[config.mk]
export PLATFORM = sky130hd
export DESIGN_NAME = mod_mult
export DESIGN_NICKNAME = d
export VERILOG_FILES = /design/src/source/modexp_pkg.sv /design/src/source/mod_mult.sv
export SDC_FILE = /design/constraint.sdc
export NUM_CORES = 1
export LEC_CHECK = 0
export ABC_AREA = 1
export BUFFER_PORTS_ARGS = -buffer_cell sky130_fd_sc_hd__buf_4
export CAP_MARGIN = 20
export CORE_UTILIZATION = 55
export DETAILED_ROUTE_END_ITERATION = 10
export PLACE_DENSITY = 0.7
export SETUP_SLACK_MARGIN = 0.05
export SYNTH_ARGS = -nofsm -noshare
export SYNTH_HDL_FRONTEND = slang
export SYNTH_SLANG_ARGS = --single-unit
[constraint.sdc]
create_clock -name vclk -period 81.6
set_input_delay 16.32 -clock vclk [all_inputs]
set_output_delay 16.32 -clock vclk [all_outputs]
set_load 0.005 [all_outputs]
[src/source/modexp_pkg.sv]
`default_nettype none

package modexp_pkg;

	// ####################################################################
	// Widths
	// ####################################################################

	localparam int n_bits = 8;              // Operand width
	localparam int n_stages = n_bits;       // One pipeline stage per exponent bit
	localparam int prod_bits = 2 * n_bits;  // Full product before reduction

	// ####################################################################
	// Vector types
	// ####################################################################

	typedef logic [n_bits-1:0] word_t;      // Base, modulus, accumulator, result
	typedef logic [n_bits-1:0] exp_t;       // Left-aligned exponent
	typedef logic [prod_bits-1:0] prod_t;   // Double-width product
	typedef logic [n_bits:0] rem_t;         // Partial remainder with one guard bit

	localparam word_t word_one = word_t'(1);

	// ####################################################################
	// Pipeline item
	// ####################################################################

	// One operand set moving down the exponent pipeline
	typedef struct packed {
		logic  valid;     // Item present
		logic  started;   // First one bit of exponent already consumed
		word_t base;      // m
		exp_t  exponent;  // Remaining bits, next one at the top
		word_t modulus;   // n
		word_t acc;       // Partial result
	} stage_item_t;

endpackage

`default_nettype wire

[src/source/mod_mult.sv]
`timescale 1ns/1ps
`default_nettype none

// Combinational (x * y) mod modulus
// The full product is reduced one bit at a time, MSB first, with a
// restoring compare-and-subtract after each shift.

module mod_mult (
	input  wire modexp_pkg::word_t x,
	input  wire modexp_pkg::word_t y,
	input  wire modexp_pkg::word_t modulus,
	output modexp_pkg::word_t product
);

	modexp_pkg::prod_t full_product;
	modexp_pkg::rem_t  mod_ext;
	modexp_pkg::rem_t  rem;
	logic              mod_zero;

	// ####################################################################
	// Product
	// ####################################################################

	assign full_product = x * y;            // Operands widen to prod_bits
	assign mod_ext = {1'b0, modulus};
	assign mod_zero = (modulus == '0);

	// ####################################################################
	// Reduction
	// ####################################################################

	// rem stays below modulus after every step, so rem * 2 + 1 never
	// needs more than n_bits + 1 bits
	always_comb
	begin
		rem = '0;
		for (int i = modexp_pkg::prod_bits - 1; i >= 0; i--)
		begin
			rem = {rem[modexp_pkg::n_bits-1:0], full_product[i]};
			if (rem >= mod_ext)
			begin
				rem = rem - mod_ext;           // Restore step
			end
		end
	end

	// Zero modulus has no meaningful remainder
	assign product = mod_zero ? '0 : rem[modexp_pkg::n_bits-1:0];

endmodule

`default_nettype wire

Word level (Yosys, flattened, before mapping) --
Cells that the tools add are included. W data, S select, Z words.
Word-level totals: flip-flop bits (word level) 0, input port bits 24, word-level logic and storage cells 51, output and inout port bits 8
Cells by class: $mul 1, muxes and demuxes 17, add/sub/neg operators 16, order comparisons 16, reductions and logical operators 1
Operators with widths (number):
- $mux W8 | 17
- $ge A9 B8 Y1 | 15
- $sub A8 B8 Y8 | 15
- $mul A8 B8 Y16 | 1
- $ge A1 B8 Y1 | 1
- $logic_not A8 Y1 | 1
- $sub A1 B8 Y8 | 1

Depth between registers and ports, before layout --
Gate-level depths: netlist of run 1.
depth in word-level cells 34, depth in mapped cells 252, gate-level depth less buffers 241

Least setup slack after synthesis of run 1 --
OpenSTA, ideal clock, no wires.
path kind input port to output port, from input y[7], to output product[1], required time 65.280 ns, stages 241, buffers on the path 13, slack 17.869 ns, arrival 47.411 ns, path through clkbuf_1 nand2_1 fa_1 fa_1 inv_1 fa_1 inv_1 fa_1 inv_1 ha_1 inv_1 nor3_1 nand3_1 nand4_1 nand2_1 ha_1 inv_1 ha_1 (+205 left out) nand3_4 nand2_1 nand2_1 inv_1 ha_1 a21oi_1 o21ai_0 a21oi_1 o21bai_1 a21o_1 nand2_1 nand3_1 inv_1 nand3_2 buf_6 nand2_1 nand2_1 nor2_1
On the way: word-level cells in the longest chain between the ends 34, elaborated cells on any way between the ends 50, classes of those cells add/sub: 16; mul: 1; order compare: 16; mux: 17
Ends and longest elaborated chain:
- start: declaration | line mod_mult.sv:10 | input wire modexp_pkg::word_t y,
- $mul A8 B8 Y16 * | line mod_mult.sv:24 | assign full_product = x * y;
- $sub A1 B8 Y8 / $ge A1 B8 Y1 (equally long branches) | line mod_mult.sv:42, mod_mult.sv:40
- $mux W8 | line mod_mult.sv:40 | if (rem >= mod_ext)
- $sub A8 B8 Y8 / $ge A9 B8 Y1 (equally long branches) | line mod_mult.sv:42, mod_mult.sv:40
- $mux W8 | line mod_mult.sv:40
- $sub A8 B8 Y8 / $ge A9 B8 Y1 (equally long branches) | line mod_mult.sv:42, mod_mult.sv:40
- $mux W8 | line mod_mult.sv:40
- $sub A8 B8 Y8 / $ge A9 B8 Y1 (equally long branches) | line mod_mult.sv:42, mod_mult.sv:40
- (+18 left out)
- $mux W8 * | line mod_mult.sv:40
- $sub A8 B8 Y8 / $ge A9 B8 Y1 (equally long branches) | line mod_mult.sv:42, mod_mult.sv:40
- $mux W8 * | line mod_mult.sv:40
- $ge A9 B8 Y1 / $sub A8 B8 Y8 (equally long branches) | line mod_mult.sv:40, mod_mult.sv:42
- $mux W8 * | line mod_mult.sv:40
- $sub A8 B8 Y8 / $ge A9 B8 Y1 (equally long branches) | line mod_mult.sv:42, mod_mult.sv:40
- $mux W8 * | line mod_mult.sv:40
- $mux W8 * | line mod_mult.sv:48 | assign product = mod_zero ? '0 : rem[modexp_pkg::n_bits-1:0];
- end: declaration | line mod_mult.sv:12 | output modexp_pkg::word_t product
Mark *: on every way between the ends. The rest lies on a longest branch, timed or not.

Worst setup path after layout of run 1 --
from input x[0], to output product[7]
On the way: word-level cells in the longest chain between the ends 34, elaborated cells on any way between the ends 50, classes of those cells add/sub: 16; mul: 1; order compare: 16; mux: 17
Ends and longest elaborated chain:
- start: declaration | line mod_mult.sv:9 | input wire modexp_pkg::word_t x,
- $mul A8 B8 Y16 * | line mod_mult.sv:24
- $sub A1 B8 Y8 / $ge A1 B8 Y1 (equally long branches) | line mod_mult.sv:42, mod_mult.sv:40
- $mux W8 | line mod_mult.sv:40
- $sub A8 B8 Y8 / $ge A9 B8 Y1 (equally long branches) | line mod_mult.sv:42, mod_mult.sv:40
- $mux W8 | line mod_mult.sv:40
- $sub A8 B8 Y8 / $ge A9 B8 Y1 (equally long branches) | line mod_mult.sv:42, mod_mult.sv:40
- $mux W8 | line mod_mult.sv:40
- $sub A8 B8 Y8 / $ge A9 B8 Y1 (equally long branches) | line mod_mult.sv:42, mod_mult.sv:40
- (+18 left out)
- $mux W8 | line mod_mult.sv:40
- $sub A8 B8 Y8 / $ge A9 B8 Y1 (equally long branches) | line mod_mult.sv:42, mod_mult.sv:40
- $mux W8 | line mod_mult.sv:40
- $sub A8 B8 Y8 / $ge A9 B8 Y1 (equally long branches) | line mod_mult.sv:42, mod_mult.sv:40
- $mux W8 | line mod_mult.sv:40
- $sub A8 B8 Y8 / $ge A9 B8 Y1 (equally long branches) | line mod_mult.sv:42, mod_mult.sv:40
- $mux W8 * | line mod_mult.sv:40
- $mux W8 * | line mod_mult.sv:48
Marked as above.

==> results of run 1 <==
[path summary, 6_finish.rpt]
kind              start    endpoint  slack (ns)  depth (start not counted)
setup / recovery   x[0]  product[7]       13.35                        230
hold / removal     y[0]  product[0]       33.21                          6
[critical path, delay by kind of cell]
kind	cells	cell delay (ns)
AO/OA/AOI/OAI	68	12.76
AND/OR/NAND/NOR	94	11.47
adder cells (fa/ha/maj)	22	7.50
buffers and inverters	46	3.85
[final cells by class]
| type | instances | area, µm² |
|---|---|---|
| Tap cell | 225 | 282 |
| Timing Repair Buffer | 34 | 255 |
| Multi-Input combinational cell | 1188 | 8290 |
| Fill cell | 1778 | 7240 |
| Inverter | 342 | 1280 |
[placed cells by master (no fill, tap or decap), types with 11 or more instances in the layout]
master,instances
nand2_1,408
inv_1,325
ha_1,158
nand3_1,94
a21oi_1,83
xor2_1,64
nor2_1,61
fa_1,51
o21ai_0,37
buf_4,34
nand2_2,29
nand4_1,25
o21bai_1,24
nand3_2,22
xnor2_1,21
inv_2,14
nand2_4,11
[metrics by stage]
step | hold WS (ns) | cell area [µm²]
floorplan | 32.89 | 9780
global placement | 33.21 | 10100
detailed placement | 33.22 | 10100
CTS | 33.22 | 10100
global route | 33.31 | 10100
finish | 33.21 | 10100
[kinds of logic (layout without fill, tap and decap cells)]
kind of cell	Yosys count	in the layout	share of synthesized area
compound gates	186	186	0.113
xor+xnor	85	85	0.0761
fa+ha+maj	209	209	0.307
simple gates	708	708	0.352
buf+inv	371	376	0.152
[metal layers]
layer / track usage / vias to the layer above / wire (µm)
li1: - / 4922 / -
met1: 0.354 / 4244 / 11300
met2: 0.482 / 176 / 11300
met3: 0.00561 / 25 / 702
met4: 0.0381 / 0 / 302
met5: 0 / - / 0
==> reports/metrics.csv, run 1 <==
metric,value,unit
status,completed,
crit-path most repeated cell,inv_1,
core area,17400,µm²
Routed Antenna Nets,0,
Total Wirelength,23.6,mm
worst path required time,65.28,ns
Final HPWL DP,19.7,mm
Antenna diodes,0,
Vias/cell,5.24,
DR WL/cell,13.2,µm
worst path arrival time,51.93,ns
leading area contributor after synthesis,ha_1,
# nets final,1799,
Synth top cells by count,"nand2_1, inv_1, ha_1",
Startpoint Class,primary input,
CP max stage cell,a211oi_1,
largest cells by area after synthesis,"ha_1, nand2_1, inv_1, fa_1, xor2_1",
vias in the first global route,8778,
initial DRC count,531,
Cell Rows,48,
first-pass iteration count of the detailed router,5,
routability congestion estimate,0.922,
Buffers on Ports,32,
Seq cells,0,
"Area growth, synth to finish",3.40,%
gr ovfl total,0,
Initial Util,0.564,
Worst Hold Class,primary input to output pin,
RSZ-0062 raised after global routing,false,
DRC Markers,0,
dpl ws,13.68,ns
Setup TNS,0,ns
die height,135,µm
Post-Syn Area,9780,µm²
global-route wire length before repair,40.0,mm
share of layout cells above drive strength 1,0.102,
Total Die Area,18300,µm²
Util after Layout,0.583,
register area,0,µm²
Overall Global Routing Usage,0.265,
Ys Warns,0,
worst setup margin,13.35,ns
post-placement cell count,1789,
die span in x,135,µm
hold buffers post-CTS,0,
clk_buf instances,0,
"count leader, synth",nand2_1,
CTS resizes,0,
gate count of the mapped netlist,1559,
crit path max fanout,15,
Worst-Margin Slew,1.04,ns
register area share after synthesis,0,
Setup CP Type,primary input to output pin,
part of the cycle the worst path needs,0.836,
total of max-cap violations,0,
Boundary Pins,32,
routed via count,9367,
largest net degree at the start of global routing,20,
Worst slew margin,0.304,
Final min period,68.25,ns
Yosys cell types,47,
Mean Syn Cell Area,6.27,µm²
post-route insts no fill,1789,
initial antenna violation count,0,
element type at the critical path end,output pin,
post-CTS setup buffers,0,
Max Fclk,14.7,MHz
slowest cell delay on critical path,0.82,ns
Setup Viol. Count Final,0,
max-slew violation count,0,
syn_nets,1792,
Final Hold Fails,0,
Synth top area share,0.202,
Power of run 1 is left out: the tool's default activity adds up to more than one toggle a clock period on the data nets, which glitch-free logic cannot reach.
==> run 2, diff against run 1 <==
Settings changed: PLACE_DENSITY 0.7 to 0.73.
Clock period 81.6 ns to 61.2 ns, I/O delays scaled along.
==> reports/metrics.csv, run 2 (synthesized netlist as in run 1, its figures left out) <==
metric,value,unit,change
crit path max fanout,15,,unchanged
Total Wirelength,23.7,mm,was 23.6 mm
Final HPWL DP,19.4,mm,was 19.7 mm
register area,0,µm²,unchanged
die height,135,µm,unchanged
Worst-Margin Slew,0.601,ns,was 1.04 ns
initial DRC count,477,,was 531
DRC Markers,0,,unchanged
Overall Global Routing Usage,0.265,,about the same
post-route insts no fill,1794,,was 1789
die span in x,135,µm,unchanged
# nets final,1804,,was 1799
Crit path buffers/inverters,48,,was 46
gr ovfl total,0,,unchanged
status,completed,,unchanged
element type at the critical path end,output pin,,unchanged
Stages on worst setup path,234,,was 230
largest net degree at the start of global routing,20,,unchanged
first-pass iteration count of the detailed router,5,,unchanged
part of the cycle the worst path needs,0.945,,
worst path arrival time,45.59,ns,was 51.93 ns
Setup Viol. Count Final,0,,unchanged
Vias/cell,5.26,,was 5.24
crit-path most repeated cell,nand2_1,,was inv_1
most frequent cells in the layout,"nand2_1, inv_1, ha_1",,unchanged
vias in the first global route,8895,,was 8778
slowest cell delay on critical path,0.54,ns,was 0.82 ns
routed via count,9431,,was 9367
worst path required time,48.96,ns,was 65.28 ns
post-placement cell count,1789,,unchanged
clk_buf instances,0,,unchanged
Setup CP Type,primary input to output pin,,unchanged
Final Hold Fails,0,,unchanged
Antenna diodes,0,,unchanged
routability congestion estimate,0.892,,was 0.922
Buffers on Ports,32,,unchanged
global-route wire length before repair,40.7,mm,was 40.0 mm
Hold Startpoint,x[0],,was y[0]
Worst Hold Class,primary input to output pin,,unchanged
CP max stage cell,fa_1,,was a211oi_1
total of max-cap violations,0,,unchanged
Cell Rows,48,,unchanged
Final min period,57.83,ns,
Routed Antenna Nets,0,,unchanged
Total Die Area,18300,µm²,unchanged
Seq cells,0,,unchanged
max-slew violation count,0,,unchanged
DR WL/cell,13.2,µm,about the same
core area,17400,µm²,unchanged
Max Fclk,17.3,MHz,
"most common cell after layout, fill and taps aside",nand2_1,,unchanged
Startpoint Class,primary input,,unchanged
family with the most delay on the worst path,simple AND/OR/NAND/NOR gates,,was compound AO/OA/AOI/OAI gates
initial antenna violation count,0,,unchanged
RSZ-0062 raised after global routing,false,,unchanged
"Area growth, synth to finish",4.69,%,was 3.40%
Hold Crit Endpoint,product[0],,unchanged
Setup TNS,0,ns,unchanged
hold depth,6,,unchanged
share of layout cells above drive strength 1,0.108,,was 0.102
Worst slew margin,0.599,,was 0.304
Initial Util,0.564,,unchanged
Boundary Pins,32,,unchanged
[run 2: changes by cell type in the layout (fill, tap and decap cells not counted), sizes merged]
cell / previous run / this run
buf: 34 / 37
clkinv: 3 / 2
inv: 339 / 340
clkbuf: 0 / 2
[run 2: worst max-delay path by stage]
stage / slack, ns / end / from
6_report: 3.37 / product[1] / x[0]
5_1_grt: 0.009 / product[2] / y[7]
4_1_cts: 0.80 / product[1] / y[7]
3_5_place_dp: 0.87 / product[1] / y[7]
3_3_place_gp: 1.55 / product[1] / y[7]
2_1_floorplan: 5.63 / product[1] / y[7]
[run 2: final cells by class]
class | count | area [µm²]
fillers | 1714 | 7120
inverters | 342 | 1280
multi-input cells | 1188 | 8380
well taps | 225 | 282
repair buffers | 39 | 290
[run 2: timing repair]
action,CTS,global route
buffers inserted,0,3
setup endpoints to repair,0,8
gates resized for setup,0,21
hold buffers,0,0
[run 2: per-stage QoR]
stage	area [µm²]	utilization	setup WS (ns)	hold slack (ns)
global route	10200	0.590	0.00851	25.11
finish	10200	0.590	3.37	25.07
detailed placement	10100	0.583	0.874	25.04
floorplan	9780	-	5.63	24.73
CTS	10100	0.583	0.803	25.05
global placement	10100	0.583	1.55	25.03
[run 2: metal layers]
layer | share of wire | GRT usage | wire length [µm] | up-vias
met5 | 0 | 0 | 0 | -
met4 | 0.015 | 0.0375 | 363 | 0
met2 | 0.47 | 0.459 | 11000 | 182
met3 | 0.033 | 0.00561 | 773 | 31
met1 | 0.49 | 0.373 | 11500 | 4295
li1 | - | - | - | 4923
Power of run 2 is left out for the same reason.
==> run 3, diff against run 2 <==
--- a/config.mk
+++ b/config.mk
@@ -9,7 +9,7 @@
 export BUFFER_PORTS_ARGS = -buffer_cell sky130_fd_sc_hd__buf_4
 export CAP_MARGIN = 20
-export CORE_UTILIZATION = 55
+export CORE_UTILIZATION = 40
 export DETAILED_ROUTE_END_ITERATION = 10
-export PLACE_DENSITY = 0.73
+export PLACE_DENSITY = 0.55
 export SETUP_SLACK_MARGIN = 0.05
 export SYNTH_ARGS = -nofsm -noshare
==> constraint.sdc (replaced) <==
create_clock -name vclk -period 48.5
set_input_delay 9.7 -clock vclk [all_inputs]
set_output_delay 9.7 -clock vclk [all_outputs]
set_load 0.1 [all_outputs]
==> reports/metrics.csv, run 3 (synthesized netlist as in run 1, its figures left out) <==
metric,value,unit,change
Fillers,2218,,was 1714
DRC Markers,0,,unchanged
largest net degree at the start of global routing,20,,unchanged
Finished Cell Area,14200,µm²,was 10200 µm²
Seq cells,0,,unchanged
clk_buf instances,0,,unchanged
RSZ-0062 raised after global routing,true,,was false
post-route insts no fill,2172,,was 1794
Final min period,47.79,ns,
initial antenna violation count,0,,unchanged
core area,23800,µm²,was 17400 µm²
die height,158,µm,was 135 µm
Overall Global Routing Usage,0.220,,was 0.265
worst path required time,38.80,ns,was 48.96 ns
CP max stage cell,fa_1,,unchanged
status,completed,,unchanged
Setup Viol. Count Final,0,,unchanged
crit path max fanout,8,,was 15
slowest cell delay on critical path,0.52,ns,was 0.54 ns
Cell Rows,56,,was 48
element type at the critical path end,output pin,,unchanged
Final Hold Fails,0,,unchanged
die span in x,158,µm,was 135 µm
global-route wire length before repair,45.6,mm,was 40.7 mm
routability congestion estimate,0.856,,was 0.892
initial DRC count,390,,was 477
DR WL/cell,13.1,µm,was 13.2 µm
share of layout cells above drive strength 1,0.397,,was 0.108
Total Wirelength,28.4,mm,was 23.7 mm
Worst-Margin Slew,0.870,ns,was 0.601 ns
worst path arrival time,38.09,ns,was 45.59 ns
Boundary Pins,32,,unchanged
Vias/cell,4.84,,was 5.26
Routed Antenna Nets,0,,unchanged
Total Die Area,25100,µm²,was 18300 µm²
part of the cycle the worst path needs,0.985,,
Startpoint Class,primary input,,unchanged
Worst Hold Class,primary input to output pin,,unchanged
Placed Area,12100,µm²,was 10100 µm²
"Area growth, synth to finish",45.2,%,was 4.69%
routed via count,10518,,was 9431
total of max-cap violations,0,,unchanged
Worst slew margin,0.419,,was 0.599
"most common cell after layout, fill and taps aside",nand2_1,,unchanged
Setup CP Type,primary input to output pin,,unchanged
Antenna diodes,0,,unchanged
first-pass iteration count of the detailed router,5,,unchanged
Hold Startpoint,x[0],,unchanged
register area,0,µm²,unchanged
crit-path most repeated cell,a21oi_2,,was nand2_1
most frequent cells in the layout,"nand2_1, buf_4, inv_1",,"was nand2_1, inv_1, ha_1"
Worst Setup SP,x[5],,was x[0]
Max Fclk,20.9,MHz,
max-slew violation count,0,,unchanged
vias in the first global route,9820,,was 8895
Buffers on Ports,32,,unchanged
Initial Util,0.412,,was 0.564
gr ovfl total,0,,unchanged
Setup TNS,0,ns,unchanged
# nets final,2088,,was 1804
Final HPWL DP,22.0,mm,was 19.4 mm
post-placement cell count,2087,,was 1789
-- run 3: final cells by class --
cell class / count / area [µm²] / share of cell area
multi-input cells: 1190 / 9840 / 0.693
inverters: 342 / 1310 / 0.0920
repair buffers: 321 / 2660 / 0.187
well taps: 319 / 399 / 0.0281
-- run 3: critical path, delay by kind of cell --
| family | cells | cell delay, ns |
|---|---|---|
| compound gates | 67 | 9.19 |
| fa+ha+maj | 21 | 6.01 |
| buf+inv | 46 | 3.57 |
| simple gates | 97 | 9.54 |
-- run 3: final timing paths --
kind                  slack [ns]  cells after the start    endpoint
worst min-delay path       20.07                      6  product[0]
worst max-delay path        0.71                    231  product[5]
-- run 3: through the flow --
step | hold WS [ns] | worst slack (ns) | utilization
6_report | 20.07 | 0.707 | 0.598
5_1_grt | 20.13 | -1.38 | 0.598
4_1_cts | 20.13 | 0.0628 | 0.524
3_5_place_dp | 20.17 | -0.720 | 0.511
3_3_place_gp | 20.16 | -0.596 | 0.511
2_1_floorplan | 19.79 | 0.0528 | -
-- run 3: layer usage --
| layer | part of all wire | track usage |
|---|---|---|
| met5 | 0 | 0 |
| met4 | 0.0090 | 0.0206 |
| met3 | 0.021 | 0.00599 |
| met2 | 0.49 | 0.390 |
| met1 | 0.48 | 0.307 |
-- run 3: repair_timing --
| item | CTS | global route |
|---|---|---|
| buffers inserted | 19 | 64 |
| pin swaps | 25 | 189 |
| resized for setup | 39 | 307 |
| hold buffers | 0 | 0 |
| endpoints found under the setup margin | 8 | 8 |
| cloned | 2 | 0 |
Power of run 3 is left out for the same reason.
