[src/source/modexp_pkg.sv]
`default_nettype none

package modexp_pkg;

	// ####################################################################
	// Widths
	// ####################################################################

	localparam int n_bits = 8;              // Operand width
	localparam int n_stages = n_bits;       // One pipeline stage per exponent bit
	localparam int prod_bits = 2 * n_bits;  // Full product before reduction

	// ####################################################################
	// Vector types
	// ####################################################################

	typedef logic [n_bits-1:0] word_t;      // Base, modulus, accumulator, result
	typedef logic [n_bits-1:0] exp_t;       // Left-aligned exponent
	typedef logic [prod_bits-1:0] prod_t;   // Double-width product
	typedef logic [n_bits:0] rem_t;         // Partial remainder with one guard bit

	localparam word_t word_one = word_t'(1);

	// ####################################################################
	// Pipeline item
	// ####################################################################

	// One operand set moving down the exponent pipeline
	typedef struct packed {
		logic  valid;     // Item present
		logic  started;   // First one bit of exponent already consumed
		word_t base;      // m
		exp_t  exponent;  // Remaining bits, next one at the top
		word_t modulus;   // n
		word_t acc;       // Partial result
	} stage_item_t;

endpackage

`default_nettype wire

[src/source/mod_mult.sv]
`timescale 1ns/1ps
`default_nettype none

// Combinational (x * y) mod modulus
// The full product is reduced one bit at a time, MSB first, with a
// restoring compare-and-subtract after each shift.

module mod_mult (
	input  wire modexp_pkg::word_t x,
	input  wire modexp_pkg::word_t y,
	input  wire modexp_pkg::word_t modulus,
	output modexp_pkg::word_t product
);

	modexp_pkg::prod_t full_product;
	modexp_pkg::rem_t  mod_ext;
	modexp_pkg::rem_t  rem;
	logic              mod_zero;

	// ####################################################################
	// Product
	// ####################################################################

	assign full_product = x * y;            // Operands widen to prod_bits
	assign mod_ext = {1'b0, modulus};
	assign mod_zero = (modulus == '0);

	// ####################################################################
	// Reduction
	// ####################################################################

	// rem stays below modulus after every step, so rem * 2 + 1 never
	// needs more than n_bits + 1 bits
	always_comb
	begin
		rem = '0;
		for (int i = modexp_pkg::prod_bits - 1; i >= 0; i--)
		begin
			rem = {rem[modexp_pkg::n_bits-1:0], full_product[i]};
			if (rem >= mod_ext)
			begin
				rem = rem - mod_ext;           // Restore step
			end
		end
	end

	// Zero modulus has no meaningful remainder
	assign product = mod_zero ? '0 : rem[modexp_pkg::n_bits-1:0];

endmodule

`default_nettype wire

[src/source/exp_stage.sv]
`timescale 1ns/1ps
`default_nettype none

// One left-to-right square-and-multiply step, registered.
// Consumes the top bit of the remaining exponent.

module exp_stage (
	input  wire clk,
	input  wire rst,
	input  wire modexp_pkg::stage_item_t item_in,
	output modexp_pkg::stage_item_t item_out
);

	logic              bit_top;
	modexp_pkg::word_t sq;
	modexp_pkg::word_t mul_x;
	modexp_pkg::word_t sq_mul;
	modexp_pkg::word_t acc_next;
	logic              started_next;

	logic              valid_q;
	logic              started_q;
	modexp_pkg::word_t base_q;
	modexp_pkg::exp_t  exp_q;
	modexp_pkg::word_t mod_q;
	modexp_pkg::word_t acc_q;

	assign bit_top = item_in.exponent[modexp_pkg::n_bits-1];

	// ####################################################################
	// Arithmetic
	// ####################################################################

	mod_mult u_square (
		.x       (item_in.acc),
		.y       (item_in.acc),
		.modulus (item_in.modulus),
		.product (sq)
	);

	// Before the first one bit the multiplier sees 1 * base,
	// which gives the base already reduced modulo n
	assign mul_x = item_in.started ? sq : modexp_pkg::word_one;

	mod_mult u_multiply (
		.x       (mul_x),
		.y       (item_in.base),
		.modulus (item_in.modulus),
		.product (sq_mul)
	);

	always_comb
	begin
		acc_next = item_in.acc;                // Leading zero bits leave acc alone
		started_next = item_in.started;
		if (item_in.started)
		begin
			acc_next = bit_top ? sq_mul : sq;
		end
		else if (bit_top)
		begin
			acc_next = sq_mul;                 // Load reduced base
			started_next = 1'b1;
		end
	end

	// ####################################################################
	// Stage register
	// ####################################################################

	always_ff @(posedge clk or posedge rst)
	begin
		if (rst)
			valid_q <= 1'b0;
		else
			valid_q <= item_in.valid;
	end

	always_ff @(posedge clk)
	begin
		if (item_in.valid)
		begin
			started_q <= started_next;
			base_q <= item_in.base;
			exp_q <= {item_in.exponent[modexp_pkg::n_bits-2:0], 1'b0};  // Next bit to top
			mod_q <= item_in.modulus;
			acc_q <= acc_next;
		end
	end

	always_comb
	begin
		item_out.valid = valid_q;
		item_out.started = started_q;
		item_out.base = base_q;
		item_out.exponent = exp_q;
		item_out.modulus = mod_q;
		item_out.acc = acc_q;
	end

endmodule

`default_nettype wire

[config.mk]
export PLATFORM = sky130hd
export DESIGN_NAME = exp_stage
export DESIGN_NICKNAME = d
export VERILOG_FILES = /design/src/source/modexp_pkg.sv /design/src/source/mod_mult.sv /design/src/source/exp_stage.sv
export SDC_FILE = /design/constraint.sdc
export NUM_CORES = 1
export LEC_CHECK = 0
export BUFFER_PORTS_ARGS = -buffer_cell sky130_fd_sc_hd__buf_4
export CAP_MARGIN = 10
export CORE_AREA = 2 2 279 281
export CTS_BUF_LIST = sky130_fd_sc_hd__clkbuf_4 sky130_fd_sc_hd__clkbuf_8
export DETAILED_ROUTE_END_ITERATION = 7
export DIE_AREA = 0 0 281 283
export SLEW_MARGIN = 20
export SYNTH_ARGS = -nofsm -noshare
export SYNTH_HDL_FRONTEND = slang
export SYNTH_HIERARCHICAL = 1
export SYNTH_SLANG_ARGS = --single-unit
[constraint.sdc]
create_clock -name clk -period 0.9 [get_ports clk]
set_input_delay 0.18 -clock clk [delete_from_list [all_inputs] [get_ports clk]]
set_output_delay 0.18 -clock clk [all_outputs]
set_load 0.02 [all_outputs]
-- Word level (Yosys, flattened, before mapping)
Cells that the tools add are included.
- word-level logic and storage cells: 112
- register bits after elaboration: 33
- output and inout bits: 34
- input port bits: 36
- magnitude comparators: 32
- multiplexer cells: 39
- reductions and logical operators: 1
- $mul: 2
- add/sub/neg operators: 32
- operator list (cell ; count):
    two-way mux 8 bit ; 38
    greater-or-equal comparator 9 x 8 -> 1 bit ; 30
    subtractor 8 bit ; 30
    multiplier 8 x 8 -> 16 bit ; 2
    greater-or-equal comparator 1 x 8 -> 1 bit ; 2
    subtractor 1 x 8 -> 8 bit ; 2
    zero test 8 bit ; 1
    two-way mux 1 bit ; 1

-- Logic depth before layout (Yosys ltp)
Gate-level depths: netlist of run 1.
- word-level depth: 71
- depth in mapped cells: 415
- depth with buffers taken out: 402

-- Hierarchy
The synthesis of run 1 kept the hierarchy.
- by module, submodules not included (module ; seq. area each (um2) ; times used ; area each (um2) ; cells each):
    mod_mult (u_multiply) ; 0.0 ; 1 ; 9283.9 ; 1212
    mod_mult (u_square) ; 0.0 ; 1 ; 9186.3 ; 1149
    exp_stage ; 985.9 ; 1 ; 1253.7 ; 74

-- Least setup slack after synthesis of run 1
Ideal clock, no wire load.
- kind: input-to-reg
- start point: input item_in[7] in the netlist's numbering
- end point: register acc_q[1] (data pin)
- arrival: 77.130 ns
- library setup time: 0.260 ns
- stages on the path: 402
- data required time: 0.640 ns
- buffers on the path: 14
- setup slack: -76.490 ns
- cell sequence: and2_1 -> fa_1 -> fa_1 -> fa_1 -> inv_1 -> fa_1 -> inv_1 -> ha_1 -> nand2_1 -> o21ai_0 -> and3_1 -> a41oi_1 -> xnor2_1 -> ha_1 -> inv_1 -> ha_1 -> o211a_4 -> and2_1 -> (+366 left out) -> mux2_4 -> inv_1 -> ha_1 -> nor2b_1 -> o21ai_0 -> nand2b_1 -> a21o_1 -> a21o_1 -> a21o_1 -> a21oi_1 -> o21ai_0 -> a21oi_1 -> o221a_2 -> o211ai_4 -> mux2_4 -> nor2_2 -> nand2_1 -> o21ai_0
- longest elaborated chain between the ends: 71
- elaborated cells between the ends (all ways): 104
- those cells by class: 32 x add/sub; 2 x mul; 32 x order compare; 38 x mux
- RTL lines (element ; line ; source):
    from (decl) ; exp_stage.sv:10 ; input wire modexp_pkg::stage_item_t item_in,
    multiplier 8 x 8 -> 16 bit (*) ; mod_mult.sv:24 ; assign full_product = x * y;
    subtractor 1 x 8 -> 8 bit or greater-or-equal comparator 1 x 8 -> 1 bit (tied branches) ; mod_mult.sv:42, mod_mult.sv:40 ;
    two-way mux 8 bit ; mod_mult.sv:40 ; if (rem >= mod_ext)
    subtractor 8 bit or greater-or-equal comparator 9 x 8 -> 1 bit (tied branches) ; mod_mult.sv:42, mod_mult.sv:40 ;
    two-way mux 8 bit ; mod_mult.sv:40 ;
    subtractor 8 bit or greater-or-equal comparator 9 x 8 -> 1 bit (tied branches) ; mod_mult.sv:42, mod_mult.sv:40 ;
    two-way mux 8 bit ; mod_mult.sv:40 ;
    subtractor 8 bit or greater-or-equal comparator 9 x 8 -> 1 bit (tied branches) ; mod_mult.sv:42, mod_mult.sv:40 ;
    (+26 left out) ; n/a ;
    named net sq[0] ; exp_stage.sv:15 ; modexp_pkg::word_t sq;
    (+1 left out) ; n/a ;
    named net mul_x[0] ; exp_stage.sv:16 ; modexp_pkg::word_t mul_x;
    (+30 left out) ; n/a ;
    two-way mux 8 bit ; mod_mult.sv:40 ;
    subtractor 8 bit or greater-or-equal comparator 9 x 8 -> 1 bit (tied branches) ; mod_mult.sv:42, mod_mult.sv:40 ;
    two-way mux 8 bit (*) ; mod_mult.sv:40 ;
    two-way mux 8 bit (*) ; mod_mult.sv:48 ; assign product = mod_zero ? '0 : rem[modexp_pkg::n_bits-1:0];
    named net sq_mul[1] ; exp_stage.sv:17 ; modexp_pkg::word_t sq_mul;
    two-way mux 8 bit, on equally long branches ; exp_stage.sv:60, exp_stage.sv:58 ;
    two-way mux 8 bit (*) ; exp_stage.sv:56 ; if (item_in.started)
    named net acc_next[1] ; exp_stage.sv:18 ; modexp_pkg::word_t acc_next;
    to (signal assigned) ; exp_stage.sv:87 ; acc_q <= acc_next;
    to (decl) ; exp_stage.sv:26 ; modexp_pkg::word_t acc_q;
The timed path passes the listed nets; every way through them passes the cells marked *.
A chain may end at the register's enable or synchronous reset.

-- Worst setup path after layout of run 1
- start point: input item_in[7] in the netlist's numbering
- end point: register acc_q[6] (data pin)
- longest elaborated chain between the ends: 71
- elaborated cells between the ends (all ways): 104
- those cells by class: 32 x add/sub; 2 x mul; 32 x order compare; 38 x mux
- RTL lines (element ; line):
    multiplier 8 x 8 -> 16 bit (*) ; mod_mult.sv:24
    subtractor 1 x 8 -> 8 bit or greater-or-equal comparator 1 x 8 -> 1 bit (tied branches) ; mod_mult.sv:42, mod_mult.sv:40
    two-way mux 8 bit ; mod_mult.sv:40
    subtractor 8 bit or greater-or-equal comparator 9 x 8 -> 1 bit (tied branches) ; mod_mult.sv:42, mod_mult.sv:40
    two-way mux 8 bit ; mod_mult.sv:40
    subtractor 8 bit or greater-or-equal comparator 9 x 8 -> 1 bit (tied branches) ; mod_mult.sv:42, mod_mult.sv:40
    two-way mux 8 bit ; mod_mult.sv:40
    subtractor 8 bit or greater-or-equal comparator 9 x 8 -> 1 bit (tied branches) ; mod_mult.sv:42, mod_mult.sv:40
    (+26 left out) ; n/a
    named net sq[5] ; exp_stage.sv:15
    (+1 left out) ; n/a
    named net mul_x[5] ; exp_stage.sv:16
    (+30 left out) ; n/a
    two-way mux 8 bit (*) ; mod_mult.sv:40
    subtractor 8 bit or greater-or-equal comparator 9 x 8 -> 1 bit (tied branches) ; mod_mult.sv:42, mod_mult.sv:40
    two-way mux 8 bit (*) ; mod_mult.sv:40
    two-way mux 8 bit (*) ; mod_mult.sv:48
    named net sq_mul[6] ; exp_stage.sv:17
    two-way mux 8 bit, on equally long branches ; exp_stage.sv:60, exp_stage.sv:58
    two-way mux 8 bit (*) ; exp_stage.sv:56
    named net acc_next[6] ; exp_stage.sv:18
Marks and branches as above.

==> results.md, run 1 <==
* DRC at 1
* Critical path endpoint category: flop
* Final Hold Viols at 0
* Yosys warnings at 6
* Routed Antenna Nets at 0
* Initial core utilization at 25.7%
* Post-synth cell types at 121
* Root Driver: clkbuf_8
* Global-route wire length before repair at 112 mm
* Most Frequent Cell on Critical Path: a21o_1
* Worst-Margin Slew at 0.674 ns
* TritonCTS Sinks at 33
* Worst Path Arrival at 69.58 ns
* Outcome: finished, violations left
* Final wirelength at 70.7 mm
* Cell Rows at 102
* Core area at 76700 µm²
* Final nets at 4104
* Cell count after placement at 4468
* Hold path cells at 1
* Sequential area share after synthesis at 5.00%
* Diodes inserted at 0
* Syn-to-layout area delta at 66.3%
* CTS tree: built
* Unrepaired setup endpoints after global routing: yes
* Final setup viols at 41
* Top cells by count, synth: ha_1 (316), inv_1 (238), nand2_1 (177)
* # IOs at 70
* Crit path max-delay family: compound AO/OA/AOI/OAI gates
* Maxcap violations at 0
* Die height at 283 µm
* Drt initial violations at 1071
* Synth area leaders: ha_1 (20%), fa_1 (10%), edfxtp_1 (4.9%)
* GRT overflow at 0
* Final hold slack at 0.0350 ns
* Routed vias at 22.4k
* Critical path launch point: item_in[7]
* CP Data Required Time at 1.01 ns
* Total Routing Usage GR at 17.0%
* Post-DP Area at 29700 µm²
* Seq cells post-synth at 33
* Number of CTS-inserted buffers at 5
* Crit-path slowest cell: fa_1
* Crit path time final at 69.47 ns
* Setup WS post-layout at -68.57 ns
* Die X at 281 µm
* Pin count of the biggest net entering global routing at 35
* WL/cell at 15.1 µm
* Hold WC Path Type: primary input to flop
* Number of synthesized flops with an enable pin at 32
* Post-synthesis async set-or-reset flop share at 3.03%
* Synth Instances at 2435
* Final Instance Count excl. Fillers at 4691
* Crit-path max FO at 8
* Slowest Stage Delay on Critical Path at 0.52 ns
* Detailed Place HPWL at 54.5 mm
* Vias/cell at 4.77
* Die Area at 79500 µm²
* Port bufs at 68
* Worst path buffer plus inverter count at 57
* Clk buf depth at 2
* Max Freq at 0.0144 GHz
* Vias in the first global route at 22.1k
* Predominant post-synthesis flop cell: edfxtp_1
* Min-delay src: item_in[18]
* H-tree depth at 2
* Mapped cell area at 19700 µm²
* Crit path launch type: primary input
* GPL Wtd Cong at 0.914
* Syn nets at 2889
* Synth top area share at 20.0%
* Yosys top cell by area: ha_1
* Avg Cell Area, Syn at 8.10 µm²
* TritonRoute pass-1 iters at 8
* Worst Hold End: exp_q[3]
* Most numerous cell in the Yosys netlist: ha_1
* Failing checks: design-rule violations, negative setup slack
* Worst Setup Path Type: primary input to flop
* Initial antenna violation count at 0
* Share of layout cells above drive strength 1 at 47.4%
* Reg clk slew, reported paths at 0.12 ns
* Slew margin rel. at 54.5%
* Finished Cell Area at 32800 µm²
* Max-slew violation count at 0
* Fin crit share at 7720%
## cell usage in the layout (no fill, tap or decap), types with 37 or more instances in the layout
master    Yosys  routed
and2_1      108      89
ha_1        316     259
buf_6         7      50
mux2i_1      84      67
o21ai_0     142      70
nor2_1      155     145
fa_1        102      97
ha_4          0      54
mux2_2       64      44
o21ai_1       9      43
nand2_1     177     160
o21ai_2       4      37
a21oi_1     138      92
nand2b_1     46      45
inv_1       238     211
buf_4         5    1177
nor2b_1      61      45
nand3_1      45      44
xnor2_1      87      85
xor2_1       72      72
a21oi_2       3      37
a21o_1       78      77
## state kept, by name, indices dropped and copies added (netlist names)
register   cells
base_q         8
started_q      1
acc_q          8
exp_q          7
valid_q        1
mod_q          8
## worst max path at each step
stage	to	slack [ns]	cells past startpoint
after floorplan	acc_q[1]	-68.85	403
after global placement	acc_q[6]	-69.40	393
after detailed placement	acc_q[6]	-70.42	397
after CTS	acc_q[4]	-68.40	397
after global routing	acc_q[6]	-72.29	402
final	acc_q[6]	-68.57	400
## stage by stage
step	utilization, %	TNS (ns)	worst slack [ns]
2_1_floorplan	-	-550.52	-68.85
3_3_place_gp	38.7	-555.15	-69.40
3_5_place_dp	38.7	-563.26	-70.42
4_1_cts	41.0	-552.04	-68.40
5_1_grt	42.8	-583.45	-72.29
6_report	42.8	-552.90	-68.57
## what timing repair did
action,in CTS,in global routing
endpoints found under the setup margin,42,41
endpoints found under the hold margin,1,0
pin swaps,169,172
hold buffers,1,0
gates cloned,1,0
gates resized for setup,138,137
setup buffers,133,80
## cells by family (layout without fill, tap and decap cells)
logic type	Yosys count	after routing	share of synthesized area, %
simple gates	749	749	19.8
compound gates	648	649	23.3
fa+ha+maj	418	418	30.4
buf+inv	269	1484	5.60
xor+xnor	159	159	7.06
mux	158	158	8.75
flops	33	33	5.00
other cells	1	1	0.0190
## layer usage
| layer | wire, µm | vias up | share of wire [%] | GRT usage (%) |
|---|---|---|---|---|
| li1 | - | 11200 | - | - |
| met1 | 32700 | 10600 | 46 | 22.6 |
| met2 | 34100 | 387 | 48 | 29.5 |
| met3 | 2160 | 107 | 3.1 | 1.33 |
| met4 | 1740 | 0 | 2.5 | 4.24 |
| met5 | 0 | - | 0 | 0 |
## layout make-up
cell class | count | area [µm²]
sequential | 33 | 986
clock buffer | 5 | 68.8
tap | 1040 | 1300
inverter | 239 | 905
multi-input combinational | 2134 | 19900
clock inverter | 3 | 17.5
fill | 7418 | 43900
timing repair buffer | 1237 | 9590
Power of run 1 is not shown: default switching activity piles up to over one toggle a cycle in this logic, so the estimate is an artifact.
==> inputs of run 2 (changes only) <==
Settings changed: CORE_AREA 2 2 279 281 to 2 2 272 274, DIE_AREA 0 0 281 283 to 0 0 274 276, SYNTH_HIERARCHICAL 1 to default.
==> run 2 against run 1 <==
Compared with the run above: via count shrank 3.8%; the run ends with negative setup slack left; flip-flop and latch count unchanged; global-route usage rose by 0.33 points.
==> results.md, run 2 <==
* Outcome: finished, violations left
* Failing checks: negative setup slack
* Reg clk slew, reported paths at 0.07 ns
* WL/cell at 15.4 µm
* Worst Setup Path Type: primary input to flop
* Post-synth cell types at 111
* Share of layout cells above drive strength 1 at 50.0%
* Crit-path slowest cell: a311oi_2
* Commonest non-fill, non-tap cell in the layout: buf_4
* Sequential area share after synthesis at 5.27%
* Synth Instances at 2294
* Most numerous cell in the Yosys netlist: ha_1
* Detailed Place HPWL at 53.5 mm
* Max Freq at 0.0144 GHz
* Die X at 274 µm
* Vias in the first global route at 21.5k
* Final Hold Viols at 0
* Port bufs at 68
* Largest regs: acc_q x8, base_q x8, mod_q x8
* Routed Antenna Nets at 0
* Crit-path max FO at 8
* Pin count of the biggest net entering global routing at 36
* Util after Layout at 43.7%
* # IOs at 70
* Most Frequent Cell on Critical Path: a21o_1
* Slowest Stage Delay on Critical Path at 0.65 ns
* CP Data Required Time at 0.95 ns
* Fin crit share at 7720%
* Syn-to-layout area delta at 69.6%
* H-tree depth at 2
* Root Driver: clkbuf_8
* Mapped cell area at 18700 µm²
* Vias/cell at 4.83
* Initial antenna violation count at 2
* Seq cells post-synth at 33
* Synth area leaders: ha_1 (21%), fa_1 (9.5%), edfxtp_1 (5.1%)
* Yosys top cell by area: ha_1
* Post-synthesis async set-or-reset flop share at 3.03%
* Crit path time final at 69.45 ns
* Global-route wire length before repair at 109 mm
* TritonCTS Sinks at 33
* Clk buf depth at 2
* Die Area at 75600 µm²
* Routed vias at 21.5k
* TritonRoute pass-1 iters at 6
* Unrepaired setup endpoints after global routing: yes
* Core area at 72600 µm²
* Worst-Margin Slew at 0.776 ns
* Min-delay src: item_in[17]
* Synth top area share at 20.7%
* Yosys warnings at 0
* Critical path launch point: item_in[6]
* Predominant post-synthesis flop cell: edfxtp_1
* Diodes inserted at 0
* Crit path launch type: primary input
* CTS tree: built
* Worst Path Arrival at 69.51 ns
* Initial core utilization at 25.8%
* Total Routing Usage GR at 17.3%
* DRC at 0
* Most frequent cells in the layout: buf_4 (1161), ha_1 (253), inv_1 (157)
* Die height at 276 µm
* Setup WS post-layout at -68.55 ns
* Number of CTS-inserted buffers at 5
* Final setup viols at 41
* Syn nets at 2729
* Max-slew violation count at 0
* GPL Wtd Cong at 0.876
* Drt initial violations at 899
* Filler instances at 7025
* Cell Rows at 99
* Avg Cell Area, Syn at 8.16 µm²
* Final wirelength at 68.7 mm
* GRT overflow at 0
* Maxcap violations at 0
* Critical path endpoint category: flop
* Final nets at 3932
* Number of synthesized flops with an enable pin at 32
* Hold WC Path Type: primary input to flop
* Top cells by count, synth: ha_1 (310), inv_1 (197), nor2_1 (180)
* Slew margin rel. at 48.3%
-- run 2: changes by cell type after synthesis, sizes merged, moves of 9 or more --
cell and delta:
a21o +9, a21oi -20, and2 -65, fa -13
inv -42, mux2 +12, mux2i -18, nand2 -60
nand2b +10, nor2 +23, o21ai -18, or2 +14
xor2 +17
-- run 2: what timing repair did --
item | 4_1_cts | 5_1_grt
hold buffers | 1 | 0
pin swaps | 175 | 133
gates resized for setup | 156 | 194
buffers inserted | 143 | 61
endpoints found under the setup margin | 42 | 42
gates cloned | 1 | 0
endpoints found under the hold margin | 1 | 0
-- run 2: layout make-up --
class	count	area [µm²]	share of cell area, %
timing repair buffer	1230	9570	30.2
clock inverter	2	33.8	0.106
multi-input combinational	2030	19100	60.2
inverter	197	754	2.38
clock buffer	6	76.3	0.240
sequential	33	986	3.11
tap	959	1200	3.78
-- run 2: cells by family (layout without fill, tap and decap cells) --
| kind of cell | after synthesis | count (layout) | synth area share (%) |
|---|---|---|---|
| and+or+nand+nor | 686 | 686 | 19.2 |
| muxes | 152 | 152 | 8.91 |
| DFF | 33 | 33 | 5.27 |
| adders and majority gates | 399 | 399 | 30.3 |
| buffers and inverters | 231 | 1435 | 4.93 |
| AOI/OAI and AO/OA | 608 | 608 | 22.8 |
| xor gates and xnor gates | 184 | 184 | 8.61 |
| other | 1 | 1 | 0.0200 |
-- run 2: layer usage --
layer	up-vias	global-route usage, %	wire length (µm)
met5	-	0	27
met1	10300	23.1	31600
met3	100	0.903	1960
met4	4	3.54	1280
li1	10800	-	-
met2	371	30.6	33800
-- run 2: worst paths after layout --
check | endpoint | slack (ns) | cells past startpoint
min in group asynchronous | valid_q | 0.33 | 3
max in group asynchronous | valid_q | 0.47 | 3
min | exp_q[2] | 0.05 | 1
max | acc_q[2] | -68.55 | 397
-- run 2: per-stage QoR --
stage | cells | hold slack, ns | setup WS, ns | area, µm² | TNS [ns]
after floorplan | 2294 | -0.0913 | -69.97 | 19800 | -559.23
after global placement | 4243 | 0.0270 | -69.43 | 28400 | -555.87
after detailed placement | 4243 | 0.0430 | -70.32 | 28400 | -562.94
after CTS | 4396 | 0.0472 | -68.31 | 30300 | -550.19
after global routing | 4457 | 0.0430 | -71.99 | 31700 | -580.33
final | 4457 | 0.0503 | -68.55 | 31700 | -552.09
-- run 2: worst max-delay path: cells and delay by family --
| family | cells | cell delay [ns] |
|---|---|---|
| buffers and inverters | 57 | 6.12 |
| adders and majority gates | 43 | 12.05 |
| and+or+nand+nor | 80 | 12.23 |
| AOI/OAI and AO/OA | 187 | 31.06 |
| xor gates and xnor gates | 3 | 0.46 |
| muxes | 27 | 7.29 |
Power of run 2 is left out for the same reason.
